$ cat src/rtl/erx_pkg.sv
package erx_pkg;

   //####################################################################
   // link geometry
   //####################################################################
   localparam int ERX_LANES      = 8;                         // data lanes, one byte per sample
   localparam int ERX_WORD_BYTES = 8;                         // samples per lane per word
   localparam int ERX_WORD_BITS  = ERX_WORD_BYTES * ERX_LANES; // parallel word width
   localparam int ERX_CNT_BITS   = $clog2(ERX_WORD_BYTES);    // sample counter / byte offset

   // packet is header, 4 dstaddr bytes, 4 payload bytes, msb first
   localparam int ERX_PKT_BYTES  = 9;

   //####################################################################
   // header byte fields
   //####################################################################
   localparam int ERX_HDR_WRITE    = 7;  // 1 = write, 0 = read request
   localparam int ERX_HDR_DM_MSB   = 6;  // datamode
   localparam int ERX_HDR_DM_LSB   = 5;
   localparam int ERX_HDR_CTRL_MSB = 4;  // ctrlmode
   localparam int ERX_HDR_CTRL_LSB = 1;
   // bit 0 is reserved

   //####################################################################
   // payload views
   //####################################################################

   // source of a read request, where the read data goes back to
   typedef struct packed
   {
      logic [5:0]  src_row;     // core row
      logic [5:0]  src_col;     // core column
      logic [19:0] src_offset;  // offset inside the core
   } erx_rd_src_t;

   // payload word, write data or read source depending on the header
   typedef union packed
   {
      logic [31:0] wdata;
      erx_rd_src_t rd_src;
   } erx_payload_u;

endpackage

$ cat src/rtl/erx_decoder.sv
`timescale 1ns/10ps

module erx_decoder
  (
   input  logic                              rx_lclk,
   input  logic                              rst_n,
   // from erx_io
   input  logic [erx_pkg::ERX_WORD_BITS-1:0] rx_data_par,
   input  logic                              rx_par_valid,
   // from erx_frame_detect
   input  logic                              pkt_start,
   input  logic [erx_pkg::ERX_CNT_BITS-1:0]  pkt_off,
   // decoded transaction
   output logic                              rx_access,    // one pulse per packet
   output logic                              rx_write,
   output logic [1:0]                        rx_datamode,
   output logic [3:0]                        rx_ctrlmode,
   output logic [31:0]                       rx_dstaddr,
   output logic [31:0]                       rx_wdata,     // zero on reads
   output erx_pkg::erx_rd_src_t              rx_rd_src     // zero on writes
  );

   import erx_pkg::*;

   localparam int PKT_BITS = ERX_PKT_BYTES * ERX_LANES;

   logic [ERX_WORD_BITS-1:0]   word_prev;   // word holding the packet start
   logic [ERX_WORD_BITS-1:0]   word_cur;    // word holding the packet end
   logic [2*ERX_WORD_BITS-1:0] window;      // 16 bytes, byte 0 oldest
   logic [PKT_BITS-1:0]        pkt_bits;
   logic [ERX_LANES-1:0]       pkt_byte [ERX_PKT_BYTES];
   logic [ERX_LANES-1:0]       hdr;
   logic [31:0]                dstaddr;
   erx_payload_u               payload;
   logic                       hdr_write;

   //####################################################################
   // two-word window
   //####################################################################

   // pkt_start for the previous word arrives one cycle after this update
   always_ff @(posedge rx_lclk)
   begin
      if (rx_par_valid)
      begin
         word_prev <= word_cur;
         word_cur  <= rx_data_par;
      end
   end

   assign window   = {word_cur, word_prev};
   assign pkt_bits = window[pkt_off * ERX_LANES +: PKT_BITS];  // bytes off..off+8

   //####################################################################
   // field split
   //####################################################################

   always_comb
   begin
      for (int m = 0; m < ERX_PKT_BYTES; m++)
      begin
         pkt_byte[m] = pkt_bits[m*ERX_LANES +: ERX_LANES];
      end
   end

   assign hdr       = pkt_byte[0];
   assign hdr_write = hdr[ERX_HDR_WRITE];
   assign dstaddr   = {pkt_byte[1], pkt_byte[2], pkt_byte[3], pkt_byte[4]};  // msb first

   // same four bytes, read as wdata or as rd_src
   assign payload.wdata = {pkt_byte[5], pkt_byte[6], pkt_byte[7], pkt_byte[8]};

   //####################################################################
   // output registers
   //####################################################################

   always_ff @(posedge rx_lclk)
   begin
      if (!rst_n)
      begin
         rx_access <= 1'b0;
      end
      else
      begin
         rx_access <= pkt_start;
      end
   end

   // fields are only valid with rx_access
   always_ff @(posedge rx_lclk)
   begin
      if (pkt_start)
      begin
         rx_write    <= hdr_write;
         rx_datamode <= hdr[ERX_HDR_DM_MSB:ERX_HDR_DM_LSB];
         rx_ctrlmode <= hdr[ERX_HDR_CTRL_MSB:ERX_HDR_CTRL_LSB];
         rx_dstaddr  <= dstaddr;
         if (hdr_write)
         begin
            rx_wdata  <= payload.wdata;
            rx_rd_src <= '0;
         end
         else
         begin
            rx_wdata  <= '0;
            rx_rd_src <= payload.rd_src;  // row, col, offset of the requester
         end
      end
   end

endmodule

$ cat src/rtl/erx_frame_detect.sv
`timescale 1ns/10ps

module erx_frame_detect
  (
   input  logic                              rx_lclk,
   input  logic                              rst_n,
   input  logic                              rxi_frame,     // frame lane pin
   input  logic                              rx_par_valid,  // word strobe from erx_io
   output logic                              pkt_start,     // packet began in previous word
   output logic [erx_pkg::ERX_CNT_BITS-1:0]  pkt_off,       // first byte of that packet
   output logic                              rx_frame_err   // frame dropped before byte 9
  );

   import erx_pkg::*;

   localparam int HIST_BITS = 2 * ERX_WORD_BYTES;  // previous + current word

   logic [HIST_BITS-1:0]    frame_hist;   // [7:0] previous word, [15:8] current word
   logic                    frame_prior;  // last frame bit of the word before previous
   logic [HIST_BITS:0]      frame_ext;    // history with the prior bit underneath
   logic                    edge_found;
   logic [ERX_CNT_BITS-1:0] edge_off;
   logic [ERX_PKT_BYTES-1:0] frame_run;   // frame bits over the nine packet bytes
   logic                    frame_full;

   //####################################################################
   // frame history
   //####################################################################

   // shifts on every sample, same byte order as the data word
   always_ff @(posedge rx_lclk)
   begin
      if (!rst_n)
      begin
         frame_hist  <= '0;     // idle link, no edge right after reset
         frame_prior <= 1'b0;
      end
      else
      begin
         frame_hist <= {rxi_frame, frame_hist[HIST_BITS-1:1]};
         if (rx_par_valid)
         begin
            frame_prior <= frame_hist[ERX_WORD_BYTES-1];  // becomes the edge reference
         end
      end
   end

   assign frame_ext = {frame_hist, frame_prior};

   //####################################################################
   // start finder
   //####################################################################

   // low to high inside the previous word, bit k+1 of ext is byte k
   always_comb
   begin
      edge_found = 1'b0;
      edge_off   = '0;
      for (int k = ERX_WORD_BYTES - 1; k >= 0; k--)  // lowest offset written last
      begin
         if (frame_ext[k+1] && !frame_ext[k])
         begin
            edge_found = 1'b1;
            edge_off   = ERX_CNT_BITS'(k);
         end
      end
   end

   // a start at offset 7 still ends at byte 15, inside the history
   assign frame_run  = frame_hist[edge_off +: ERX_PKT_BYTES];
   assign frame_full = &frame_run;

   //####################################################################
   // result, one cycle after the strobe
   //####################################################################

   always_ff @(posedge rx_lclk)
   begin
      if (!rst_n)
      begin
         pkt_start    <= 1'b0;
         rx_frame_err <= 1'b0;
      end
      else
      begin
         pkt_start    <= rx_par_valid & edge_found & frame_full;
         rx_frame_err <= rx_par_valid & edge_found & ~frame_full;  // short frame
      end
   end

   always_ff @(posedge rx_lclk)
   begin
      if (rx_par_valid)
      begin
         pkt_off <= edge_off;  // only looked at with pkt_start
      end
   end

endmodule

$ cat src/rtl/erx_io.sv
`timescale 1ns/10ps

module erx_io
  (
   input  logic                               rx_lclk,       // link sample clock
   input  logic                               rst_n,
   // link pins
   input  logic [erx_pkg::ERX_LANES-1:0]      rxi_data,      // one byte per sample
   output logic                               rxo_wr_wait,   // write pushback to sender
   output logic                               rxo_rd_wait,   // read pushback to sender
   // fabric side
   input  logic                               rx_wr_wait,
   input  logic                               rx_rd_wait,
   output logic [erx_pkg::ERX_WORD_BITS-1:0]  rx_data_par,   // byte n at [8n+7:8n]
   output logic                               rx_par_valid   // one pulse per word
  );

   import erx_pkg::*;

   //####################################################################
   // deserializer
   //####################################################################

   logic [ERX_CNT_BITS-1:0]            sample_cnt;  // byte position of the live sample
   logic [ERX_WORD_BITS-ERX_LANES-1:0] lane_sh;     // bytes 0..6 of the word in flight
   logic                               word_done;   // live sample is the last byte

   assign word_done = (sample_cnt == ERX_CNT_BITS'(ERX_WORD_BYTES - 1));

   // sample counter and word strobe
   always_ff @(posedge rx_lclk)
   begin
      if (!rst_n)
      begin
         sample_cnt   <= '0;    // first word starts right after reset
         rx_par_valid <= 1'b0;
      end
      else
      begin
         sample_cnt   <= sample_cnt + 1'b1;  // wraps at eight
         rx_par_valid <= word_done;          // same edge as the word copy
      end
   end

   // each lane shifts toward the low byte, so the oldest sample ends up in byte 0
   always_ff @(posedge rx_lclk)
   begin
      lane_sh <= {rxi_data, lane_sh[ERX_WORD_BITS-ERX_LANES-1:ERX_LANES]};
      if (word_done)
      begin
         rx_data_par <= {rxi_data, lane_sh};  // live sample is byte 7
      end
   end

   //####################################################################
   // wait pins
   //####################################################################

   // fabric levels go out one cycle late, sender must stop on them
   always_ff @(posedge rx_lclk)
   begin
      if (!rst_n)
      begin
         rxo_wr_wait <= 1'b0;
         rxo_rd_wait <= 1'b0;
      end
      else
      begin
         rxo_wr_wait <= rx_wr_wait;
         rxo_rd_wait <= rx_rd_wait;
      end
   end

endmodule

$ cat src/rtl/erx_top.sv
`timescale 1ns/10ps

module erx_top
  (
   input  logic                          rx_lclk,
   input  logic                          rst_n,
   // link pins
   input  logic [erx_pkg::ERX_LANES-1:0] rxi_data,
   input  logic                          rxi_frame,
   output logic                          rxo_wr_wait,
   output logic                          rxo_rd_wait,
   // fabric wait levels
   input  logic                          rx_wr_wait,
   input  logic                          rx_rd_wait,
   // decoded transaction
   output logic                          rx_access,
   output logic                          rx_write,
   output logic [1:0]                    rx_datamode,
   output logic [3:0]                    rx_ctrlmode,
   output logic [31:0]                   rx_dstaddr,
   output logic [31:0]                   rx_wdata,
   output erx_pkg::erx_rd_src_t          rx_rd_src,
   output logic                          rx_frame_err
  );

   import erx_pkg::*;

   logic [ERX_WORD_BITS-1:0] rx_data_par;   // assembled word
   logic                     rx_par_valid;  // word boundary, counted only in erx_io
   logic                     pkt_start;
   logic [ERX_CNT_BITS-1:0]  pkt_off;

   //####################################################################
   // lanes and wait pins
   //####################################################################
   erx_io u_io
     (.rx_lclk      (rx_lclk),
      .rst_n        (rst_n),
      .rxi_data     (rxi_data),
      .rx_wr_wait   (rx_wr_wait),
      .rx_rd_wait   (rx_rd_wait),
      .rxo_wr_wait  (rxo_wr_wait),
      .rxo_rd_wait  (rxo_rd_wait),
      .rx_data_par  (rx_data_par),
      .rx_par_valid (rx_par_valid));

   // frame lane, aligned to the same word strobe
   erx_frame_detect u_frame
     (.rx_lclk      (rx_lclk),
      .rst_n        (rst_n),
      .rxi_frame    (rxi_frame),
      .rx_par_valid (rx_par_valid),
      .pkt_start    (pkt_start),
      .pkt_off      (pkt_off),
      .rx_frame_err (rx_frame_err));

   //####################################################################
   // packet decode
   //####################################################################
   erx_decoder u_dec
     (.rx_lclk      (rx_lclk),
      .rst_n        (rst_n),
      .rx_data_par  (rx_data_par),
      .rx_par_valid (rx_par_valid),
      .pkt_start    (pkt_start),
      .pkt_off      (pkt_off),
      .rx_access    (rx_access),
      .rx_write     (rx_write),
      .rx_datamode  (rx_datamode),
      .rx_ctrlmode  (rx_ctrlmode),
      .rx_dstaddr   (rx_dstaddr),
      .rx_wdata     (rx_wdata),
      .rx_rd_src    (rx_rd_src));

endmodule

$ cat config.mk
export PLATFORM = sky130hd
export DESIGN_NAME = erx_top
export DESIGN_NICKNAME = d
export VERILOG_FILES = /design/src/rtl/erx_pkg.sv /design/src/rtl/erx_decoder.sv /design/src/rtl/erx_frame_detect.sv /design/src/rtl/erx_io.sv /design/src/rtl/erx_top.sv
export SDC_FILE = /design/constraint.sdc
export NUM_CORES = 1
export LEC_CHECK = 0
export ABC_AREA = 0
export BUFFER_PORTS_ARGS = -buffer_cell sky130_fd_sc_hd__buf_2
export CORE_MARGIN = 1
export CORE_UTILIZATION = 53
export CTS_CLUSTER_DIAMETER = 60
export DETAILED_ROUTE_END_ITERATION = 8
export PLACE_DENSITY = 0.75
export SLEW_MARGIN = 20
export SYNTH_ARGS = -nofsm -noshare
export SYNTH_HDL_FRONTEND = slang
export SYNTH_SLANG_ARGS = --single-unit
$ cat constraint.sdc
create_clock -name rx_lclk -period 4.4 [get_ports rx_lclk]
set_input_delay 0.22 -clock rx_lclk [delete_from_list [all_inputs] [get_ports rx_lclk]]
set_output_delay 0.22 -clock rx_lclk [all_outputs]
set_load 0.02 [all_outputs]
Yosys cells after proc, flatten, opt, wreduce, memory -nomap -nowiden. Cells that the tools add are included.

Equal/unequal tests: 1. Shift-type cells: 2. Muxes and demuxes: 16. Bitwise operators: 4. Reduce and logical (&&, ||, !) cells: 17. Add/subtract/negate cells: 1.

Operators with widths (count): $shiftx 128x7->72 (1); $mux 3 (8); $shiftx 16x4->9 (1); $reduce_and 9->1 (1); $logic_and 1x1->1 (8); $logic_not 1->1 (8); $mux 1 (8); $add 3x1->3 const B (1); $and 1x1->1 (3); $eq 3x3->1 const B (1); $not 1->1 (1).

Register bits: 380. Input bits: 13.

Logic depth before layout (Yosys ltp). Gate-level depths: netlist (run 1).

Depth after elaboration: 14. Gate-level depth with buffers: 9. Depth with buffers taken out: 7.

Modules after synthesis. Synthesis (run 1) repeated with hierarchy kept, for this count alone.

Cells, all modules: 873. Area, all modules: 15444.8 um^2.

By module, submodules not included: erx_decoder (area each 11185.7 um^2, sequential area each 6926.6 um^2, times used 1, cells each 635); erx_io (area each 3246.9 um^2, sequential area each 3163.0 um^2, times used 1, cells each 135); erx_frame_detect (area each 1012.2 um^2, sequential area each 470.5 um^2, times used 1, cells each 103).

Least setup slack after synthesis (run 1). No wires, ideal clock.

Kind: reg2reg. Start: register u_io.rx_par_valid. End: register u_frame.pkt_start. Period minus slack after synthesis: 4.310 ns. Data required time: 4.339 ns. Slack: 0.090 ns. Stages on the path, launching flop included: 3. Arrival time: 4.249 ns. Library setup time: 0.061 ns. Cell sequence: dfxtp_1 -> o311ai_0 -> and4b_1.

Word-level cells in the longest chain between the ends: 2.

RTL lines: start: declaration (line erx_io.sv:15) `output logic rx_par_valid`; start signal: assignment (line erx_io.sv:41) `rx_par_valid <= word_done;`; $and 1x1->1 (2 in a row) (line erx_frame_detect.sv:86) `pkt_start <= rx_par_valid & edge_found & frame_full;`; end signal: assignment (line erx_frame_detect.sv:86); end: declaration (line erx_frame_detect.sv:9) `output logic pkt_start,`.

Every way passes these cells. A chain may end at the register's enable or synchronous reset.

Worst setup path after layout (run 1).
Start: register u_frame.pkt_off[1] (netlist bit). End: register u_dec.rx_write, data pin.

Word-level cells in the longest chain between the ends: 1.

RTL lines: start: declaration (line erx_frame_detect.sv:10) `output logic [erx_pkg::ERX_CNT_BITS-1:0] pkt_off,`; start signal: assignment (line erx_frame_detect.sv:95) `pkt_off <= edge_off;`; $shiftx 128x7->72 (line erx_decoder.sv:52) `assign pkt_bits = window[pkt_off * ERX_LANES +: PKT_BITS];`; end signal: assignment (line erx_decoder.sv:94) `rx_write <= hdr_write;`; end: declaration (line erx_decoder.sv:15) `output logic rx_write,`.

Every way passes these cells.

==> flow_metrics.py, run 1 <==
metrics = {
    "die": {
        "rows": 60,
        "die_h_um": 168,
        "die_area_um2": 28100,
        "io_pins": 120,
        "start_util_pct": 53.9,
        "fp.coreArea_um2": 27000,
        "dieWidth_um": 168,
    },
    "pwr": {
        "switching_share_pct": 18.9,
        "p_clk_share_pct": 43.6,
        "intPower_mw": 5.63,
        "p_comb_share_pct": 0.6,
        "power_switching_mw": 1.31,
        "pwr-share-seq_pct": 55.8,
        "pwr_density_cell_nw_per_um2": 415,
        "leakagePower_nw": 5.80,
        "report.power.total_mw": 6.94,
        "vdd_drop_max_mv": 0.224,
    },
    "sta": {
        "hold_violations": 0,
        "finalMaxSlewViolations": 0,
        "fin_crit_ns": 2.98,
        "worstMarginPinSlew_ns": 1.03,
        "clock.fmax_mhz": 336,
        "fin_skew_ns": 0.0150,
        "fin_crit_sh_pct": 67.7,
        "rsz0062_at_grt": "no",
        "setup_viol": 0,
        "slew_headroom_pct": 31.1,
        "tns_ns": 0,
    },
    "drt": {
        "via_per_inst": 5.37,
        "wire_per_inst_um": 16.6,
        "drc": 0,
        "routed-via-count": 7969,
        "wl_mm": 24.7,
        "drt_pass1_iterations": 5,
        "ant_nets": 0,
        "drt_iter0_drc": 762,
    },
    "worst_setup_path": {
        "r2r-end": "u_dec.rx_write",
        "startpoint_type": "flop",
        "regToRegStartpoint": "u_frame.pkt_off[1]",
        "path_class": "reg -> reg",
        "crit_fanout": 33,
        "worstPathRequired_ns": 4.47,
        "end_kind": "flop",
        "reg2reg_depth": 6,
        "r2r_setup_slack_ns": 1.42,
        "crit_arrival_ns": 3.05,
    },
    "clock_network": {
        "hold_buffers": 11,
        "post_cts_buffers": 0,
        "htree_levels": 2,
        "cts_buffers": 38,
        "tritoncts": "done",
        "cts_resized": 0,
        "insertion_delay_ns": 0.52,
        "path_clk_slew_ns": 0.06,
        "clock-sinks": 379,
        "root_buffer": "clkbuf_16",
        "clk_path_buf_depth": 3,
    },
    "worst_hold_path": {
        "hold_depth": 2,
        "min_to": "u_frame.frame_prior",
        "hp-class": "in -> reg",
        "min-delay-start": "rst_n",
    },
    "outcome": {
        "status": "finished, final reports clean",
    },
    "placement": {
        "portBuffers": 119,
        "hpwlAfterDp_mm": 16.0,
        "routabilityCongestion": 0.854,
        "dp_cells": 1403,
    },
    "synthesis": {
        "synth_top_area_share_pct": 61.4,
        "synthCells": 987,
        "synth_fp_nets": 1002,
        "yosysWarnings": 0,
        "synth_top_flop_cell": "edfxtp_1",
        "synth_edf_count": 297,
        "yosys.cell_types.count": 40,
        "async_flop_share_pct": 0,
        "ys_ff_latch": 379,
        "avgSynthCellArea_um2": 14.7,
        "synth_area_um2": 14500,
        "synth.yosys.seq_area_share_pct": 72.7,
        "ys_top_cells_by_area": "edfxtp_1, dfxtp_1, mux2i_1, mux4_2, nand2_1",
        "synth_top_cell_by_area": "edfxtp_1",
    },
    "cells_and_area": {
        "syn2layout_area_growth_pct": 15.1,
        "fin_nets": 1129,
        "final_cells": 1484,
        "drive_gt1_share_pct": 22.7,
        "finalCoreUtilization_pct": 62.0,
        "antenna_cells": 0,
    },
    "global_routing": {
        "grt_pass1_wl_mm": 39.4,
        "grt_max_degree": 79,
        "grt_overflow_total": 0,
        "grt_pass1_vias": 7208,
        "grt_antenna_before_repair": 0,
        "grt_use_total_pct": 17.7,
    },
    "job": {
        "cap_violations": 0,
    },
}
[cells in the final DEF, fill, tap and decap left out, drive strengths merged, types with 2 or more instances in the layout]
cell type / count
clkinvlp: 3
nand2b: 7
dlygate4sd3: 11
or2: 7
mux4: 23
o21ai: 34
buf: 132
and2: 24
o311ai: 2
nand3: 8
clkbuf: 53
inv: 9
a21oi: 54
o21a: 7
nor2: 103
a311o: 2
nor2b: 4
dfxtp: 82
nand2: 120
edfxtp: 297
ha: 2
mux2i: 86
a31oi: 19
clkinv: 9
mux2: 31
[flip-flops by register name, summed over array words and instances (netlist names), 3 cells and up]
name and cells:
u_dec.rx_ctrlmode 4, u_dec.rx_dstaddr 32, u_dec.rx_rd_src 32, u_dec.rx_wdata 32, u_dec.word_cur 64, u_dec.word_prev 63
u_frame.frame_hist 16, u_frame.pkt_off 3, u_io.lane_sh 56, u_io.rx_data_par 64, u_io.sample_cnt 3
[power groups by stage]
stage	Sequential, mW	Combinational [mW]	Clock (mW)
5_1_grt	3.88	0.0446	3.23
3_5_place_dp	3.95	0.0325	0
6_report	3.87	0.0400	3.03
3_3_place_gp	3.95	0.0314	0
4_1_cts	3.87	0.0404	3.10
2_1_floorplan	3.95	0.0179	0
[metal layers]
| metal | up-vias | wire length (µm) | track usage, % |
|---|---|---|---|
| met5 | - | 0 | 0 |
| li1 | 3885 | - | - |
| met3 | 38 | 1520 | 3.45 |
| met4 | 0 | 458 | 5.38 |
| met1 | 3758 | 12800 | 29.0 |
| met2 | 288 | 9900 | 23.6 |
[how the worst max path moves through the flow]
stage,startpoint,endpoint,slack (ns),cells past startpoint
final,u_frame.pkt_off[1],u_dec.rx_write,1.42,6
after global routing,u_frame.pkt_off[1],u_dec.rx_rd_src[22],1.21,7
after CTS,u_frame.pkt_off[1],u_dec.rx_write,1.44,6
after detailed placement,u_frame.pkt_off[1],u_dec.rx_write,1.45,6
after global placement,u_frame.pkt_off[1],u_dec.rx_write,1.49,6
after floorplan,u_io.rx_par_valid,u_frame.pkt_start,0.09,2
[critical path: stages, from the launching register on]
cell and delay [ns]:
edfxtp_1 0.53, buf_4 0.45, mux2_2 0.40, a21oi_1 0.14, o21a_1 0.12, buf_4 0.32, inv_1 0.54
[synth_stat cells, drive strengths merged, types with 2 or more instances]
master and n:
edfxtp 297, nand2 120, nor2 103, mux2i 86, dfxtp 82, a21oi 54, o21ai 34, buf 33
mux2 31, and2 24, clkbuf 23, mux4 23, a31oi 19, nand3 8, nand2b 7, o21a 7
or2 7, inv 6, nor2b 4, a311o 2, ha 2, o311ai 2
[cell type report]
class / instances / area (µm²)
Fill cell: 1906 / 10200
Clock buffer: 53 / 1060
Multi-Input combinational cell: 546 / 3700
Clock inverter: 16 / 125
Sequential cell: 379 / 10600
Timing Repair Buffer: 143 / 823
Tap cell: 341 / 427
Inverter: 6 / 22.5
[cell families after synthesis]
logic type	count (synthesis)	synth area share [%]
multiplexers	140	11.9
flip-flops	379	72.7
buffers and inverters	62	1.87
adder cells (fa/ha/maj)	2	0.172
AO/OA/AOI/OAI	125	5.12
AND/OR/NAND/NOR	279	8.25
[through the flow]
| step | setup WS (ns) | instance area, µm² | hold WS (ns) |
|---|---|---|---|
| floorplan | 0.0899 | 14500 | 0.248 |
| global placement | 1.49 | 15400 | 0.328 |
| detailed placement | 1.45 | 15400 | 0.333 |
| CTS | 1.44 | 16700 | 0.154 |
| global route | 1.21 | 16700 | 0.172 |
| finish | 1.42 | 16700 | 0.169 |
No activity file was read; power rests on OpenSTA's default activity.
==> run 2, diff against run 1 <==
--- a/config.mk
+++ b/config.mk
@@ -8,10 +8,10 @@
 export ABC_AREA = 0
 export BUFFER_PORTS_ARGS = -buffer_cell sky130_fd_sc_hd__buf_2
 export CORE_MARGIN = 1
-export CORE_UTILIZATION = 53
+export CORE_UTILIZATION = 59
 export CTS_CLUSTER_DIAMETER = 60
 export DETAILED_ROUTE_END_ITERATION = 8
-export PLACE_DENSITY = 0.75
+export PLACE_DENSITY = 0.79
 export SLEW_MARGIN = 20
 export SYNTH_ARGS = -nofsm -noshare
 export SYNTH_HDL_FRONTEND = slang
==> constraint.sdc (replaced) <==
create_clock -name rx_lclk -period 3 [get_ports rx_lclk]
set_input_delay 0.15 -clock rx_lclk [delete_from_list [all_inputs] [get_ports rx_lclk]]
set_output_delay 0.15 -clock rx_lclk [all_outputs]
set_load 0.02 [all_outputs]
==> flow_metrics.py, run 2 (same netlist as run 1, synthesis figures left out) <==
metrics = {
    "outcome": {
        "status": "finished, final reports clean",
    },
    "cells_and_area": {
        "drive_gt1_share_pct": 22.9,
        "antenna_cells": 0,
        "multi_input_area_um2": 3700,
        "fillCellCount": 1560,
        "layout_commonest_cell": "edfxtp_1",
        "top_regs": "u_dec.word_cur: 64 flops, u_io.rx_data_par: 64 flops, u_dec.word_prev: 63 flops",
        "final_cell_mix": "edfxtp_1, nand2_1, buf_2, nor2_1, mux2i_1",
        "final_cells": 1466,
        "syn2layout_area_growth_pct": 15.2,
        "fin_nets": 1130,
        "layout.area.seq_um2": 10600,
        "finalCoreUtilization_pct": 69.0,
        "stdcell_area_um2": 16700,
    },
    "pwr": {
        "pwr_density_cell_nw_per_um2": 603,
        "report.power.total_mw": 10.1,
        "vdd_drop_max_mv": 0.424,
        "leakagePower_nw": 5.82,
    },
    "sta": {
        "slew_headroom_pct": 32.1,
        "fin_crit_ns": 2.60,
        "finalMaxSlewViolations": 0,
        "hold_violations": 0,
        "fin_crit_sh_pct": 86.8,
        "holdWs_ns": 0.0799,
        "rsz0062_at_grt": "no",
        "worstMarginPinSlew_ns": 1.02,
        "setup_ws_ns": 0.396,
        "setup_viol": 0,
        "clock.fmax_mhz": 384,
        "fin_skew_ns": 0.0277,
        "tns_ns": 0,
    },
    "worst_setup_path": {
        "path_buf_inv": 1,
        "crit_fanout": 33,
        "cp_slowest_cell": "edfxtp_1",
        "end_kind": "flop",
        "r2r-end": "u_dec.rx_rd_src[13]",
        "crit_arrival_ns": 2.83,
        "r2r_setup_slack_ns": 0.40,
        "max_stage_delay_ns": 0.73,
        "reg2reg_depth": 7,
        "regToRegStartpoint": "u_frame.pkt_off[1]",
        "path_class": "reg -> reg",
        "worstPathCellList": "mux2i_1, nand2_1, o21a_1, nand2_1, o21a_1, inv_1, nor2_1",
        "crit_family": "flip-flops",
        "worstPathRequired_ns": 3.22,
        "startpoint_type": "flop",
    },
    "clock_network": {
        "post_cts_buffers": 0,
        "clock-sinks": 379,
        "clk_path_buf_depth": 3,
        "path_clk_slew_ns": 0.06,
        "insertion_delay_ns": 0.52,
        "tritoncts": "done",
        "cts_resized": 0,
        "htree_levels": 2,
        "hold_buffers": 11,
        "root_buffer": "clkbuf_16",
        "cts_buffers": 36,
    },
    "drt": {
        "wl_mm": 25.5,
        "routed-via-count": 8099,
        "drt_pass1_iterations": 7,
        "via_per_inst": 5.52,
        "drt_iter0_drc": 674,
        "ant_nets": 0,
        "drc": 0,
        "wire_per_inst_um": 17.4,
    },
    "global_routing": {
        "grt_pass1_wl_mm": 40.2,
        "grt_pass1_vias": 7462,
        "grt_max_degree": 72,
        "grt_use_total_pct": 20.2,
        "grt_overflow_total": 0,
        "grt_antenna_before_repair": 0,
    },
    "worst_hold_path": {
        "hold_depth": 2,
        "min_to": "u_io.sample_cnt[0]",
        "hp-class": "in -> reg",
        "min-delay-start": "rst_n",
    },
    "die": {
        "die_h_um": 159,
        "rows": 57,
        "dieWidth_um": 159,
        "die_area_um2": 25300,
        "io_pins": 120,
        "start_util_pct": 59.9,
        "fp.coreArea_um2": 24200,
    },
    "placement": {
        "dp_cells": 1390,
        "portBuffers": 119,
        "hpwlAfterDp_mm": 16.5,
        "place_area_um2": 15500,
        "routabilityCongestion": 0.924,
        "preCtsSetupSlack_ns": 0.450,
    },
    "job": {
        "cap_violations": 0,
    },
}
## run 2: changes by cell type in the layout (fill, tap and decap cells not counted)
cell and delta:
clkinvlp_4 -2, clkbuf_1 -3, clkbuf_16 -2, buf_12 +5
buf_16 -1, clkinv_4 +1, clkinv_1 +1, inv_6 -1
buf_4 -1, clkbuf_8 +1, bufinv_16 +1
## run 2: final cells by class
cell class	instances	area share, %
sequential	379	63.1
clock buffer	49	6.04
multi-input combinational	546	22.1
clock inverter	16	0.860
inverter	6	0.135
tap	324	2.42
timing repair buffer	146	5.31
## run 2: layer usage
metal	track usage (%)	up-vias	routed length (µm)
met2	29.0	347	11000
met5	0	-	0
li1	-	3885	-
met4	5.73	0	504
met1	31.8	3821	12100
met3	3.63	46	1890
## run 2: worst register-to-register path, stage by stage (launching register included)
cell	delay, ns
edfxtp_1	0.73
mux2i_1	0.23
nand2_1	0.13
o21a_1	0.16
nand2_1	0.07
o21a_1	0.13
inv_1	0.73
nor2_1	0.14
## run 2: power by group
| group | switching, mW | total [mW] | internal (mW) |
|---|---|---|---|
| Clock | 1.81 | 4.36 | 2.55 |
| Sequential | 0.0241 | 5.68 | 5.66 |
| Combinational | 0.0297 | 0.0593 | 0.0296 |
## run 2: worst max path at each step
stage	from	endpoint	slack (ns)	depth (start not counted)
after CTS	u_frame.pkt_off[1]	u_dec.rx_rd_src[13]	0.39	7
final	u_frame.pkt_off[1]	u_dec.rx_rd_src[13]	0.40	7
after detailed placement	u_frame.pkt_off[1]	u_dec.rx_rd_src[13]	0.45	7
after floorplan	u_io.rx_par_valid	u_frame.pkt_start	0.31	2
after global routing	u_frame.pkt_off[1]	u_dec.rx_rd_src[0]	0.25	7
after global placement	u_frame.pkt_off[1]	u_dec.rx_rd_src[13]	0.53	7
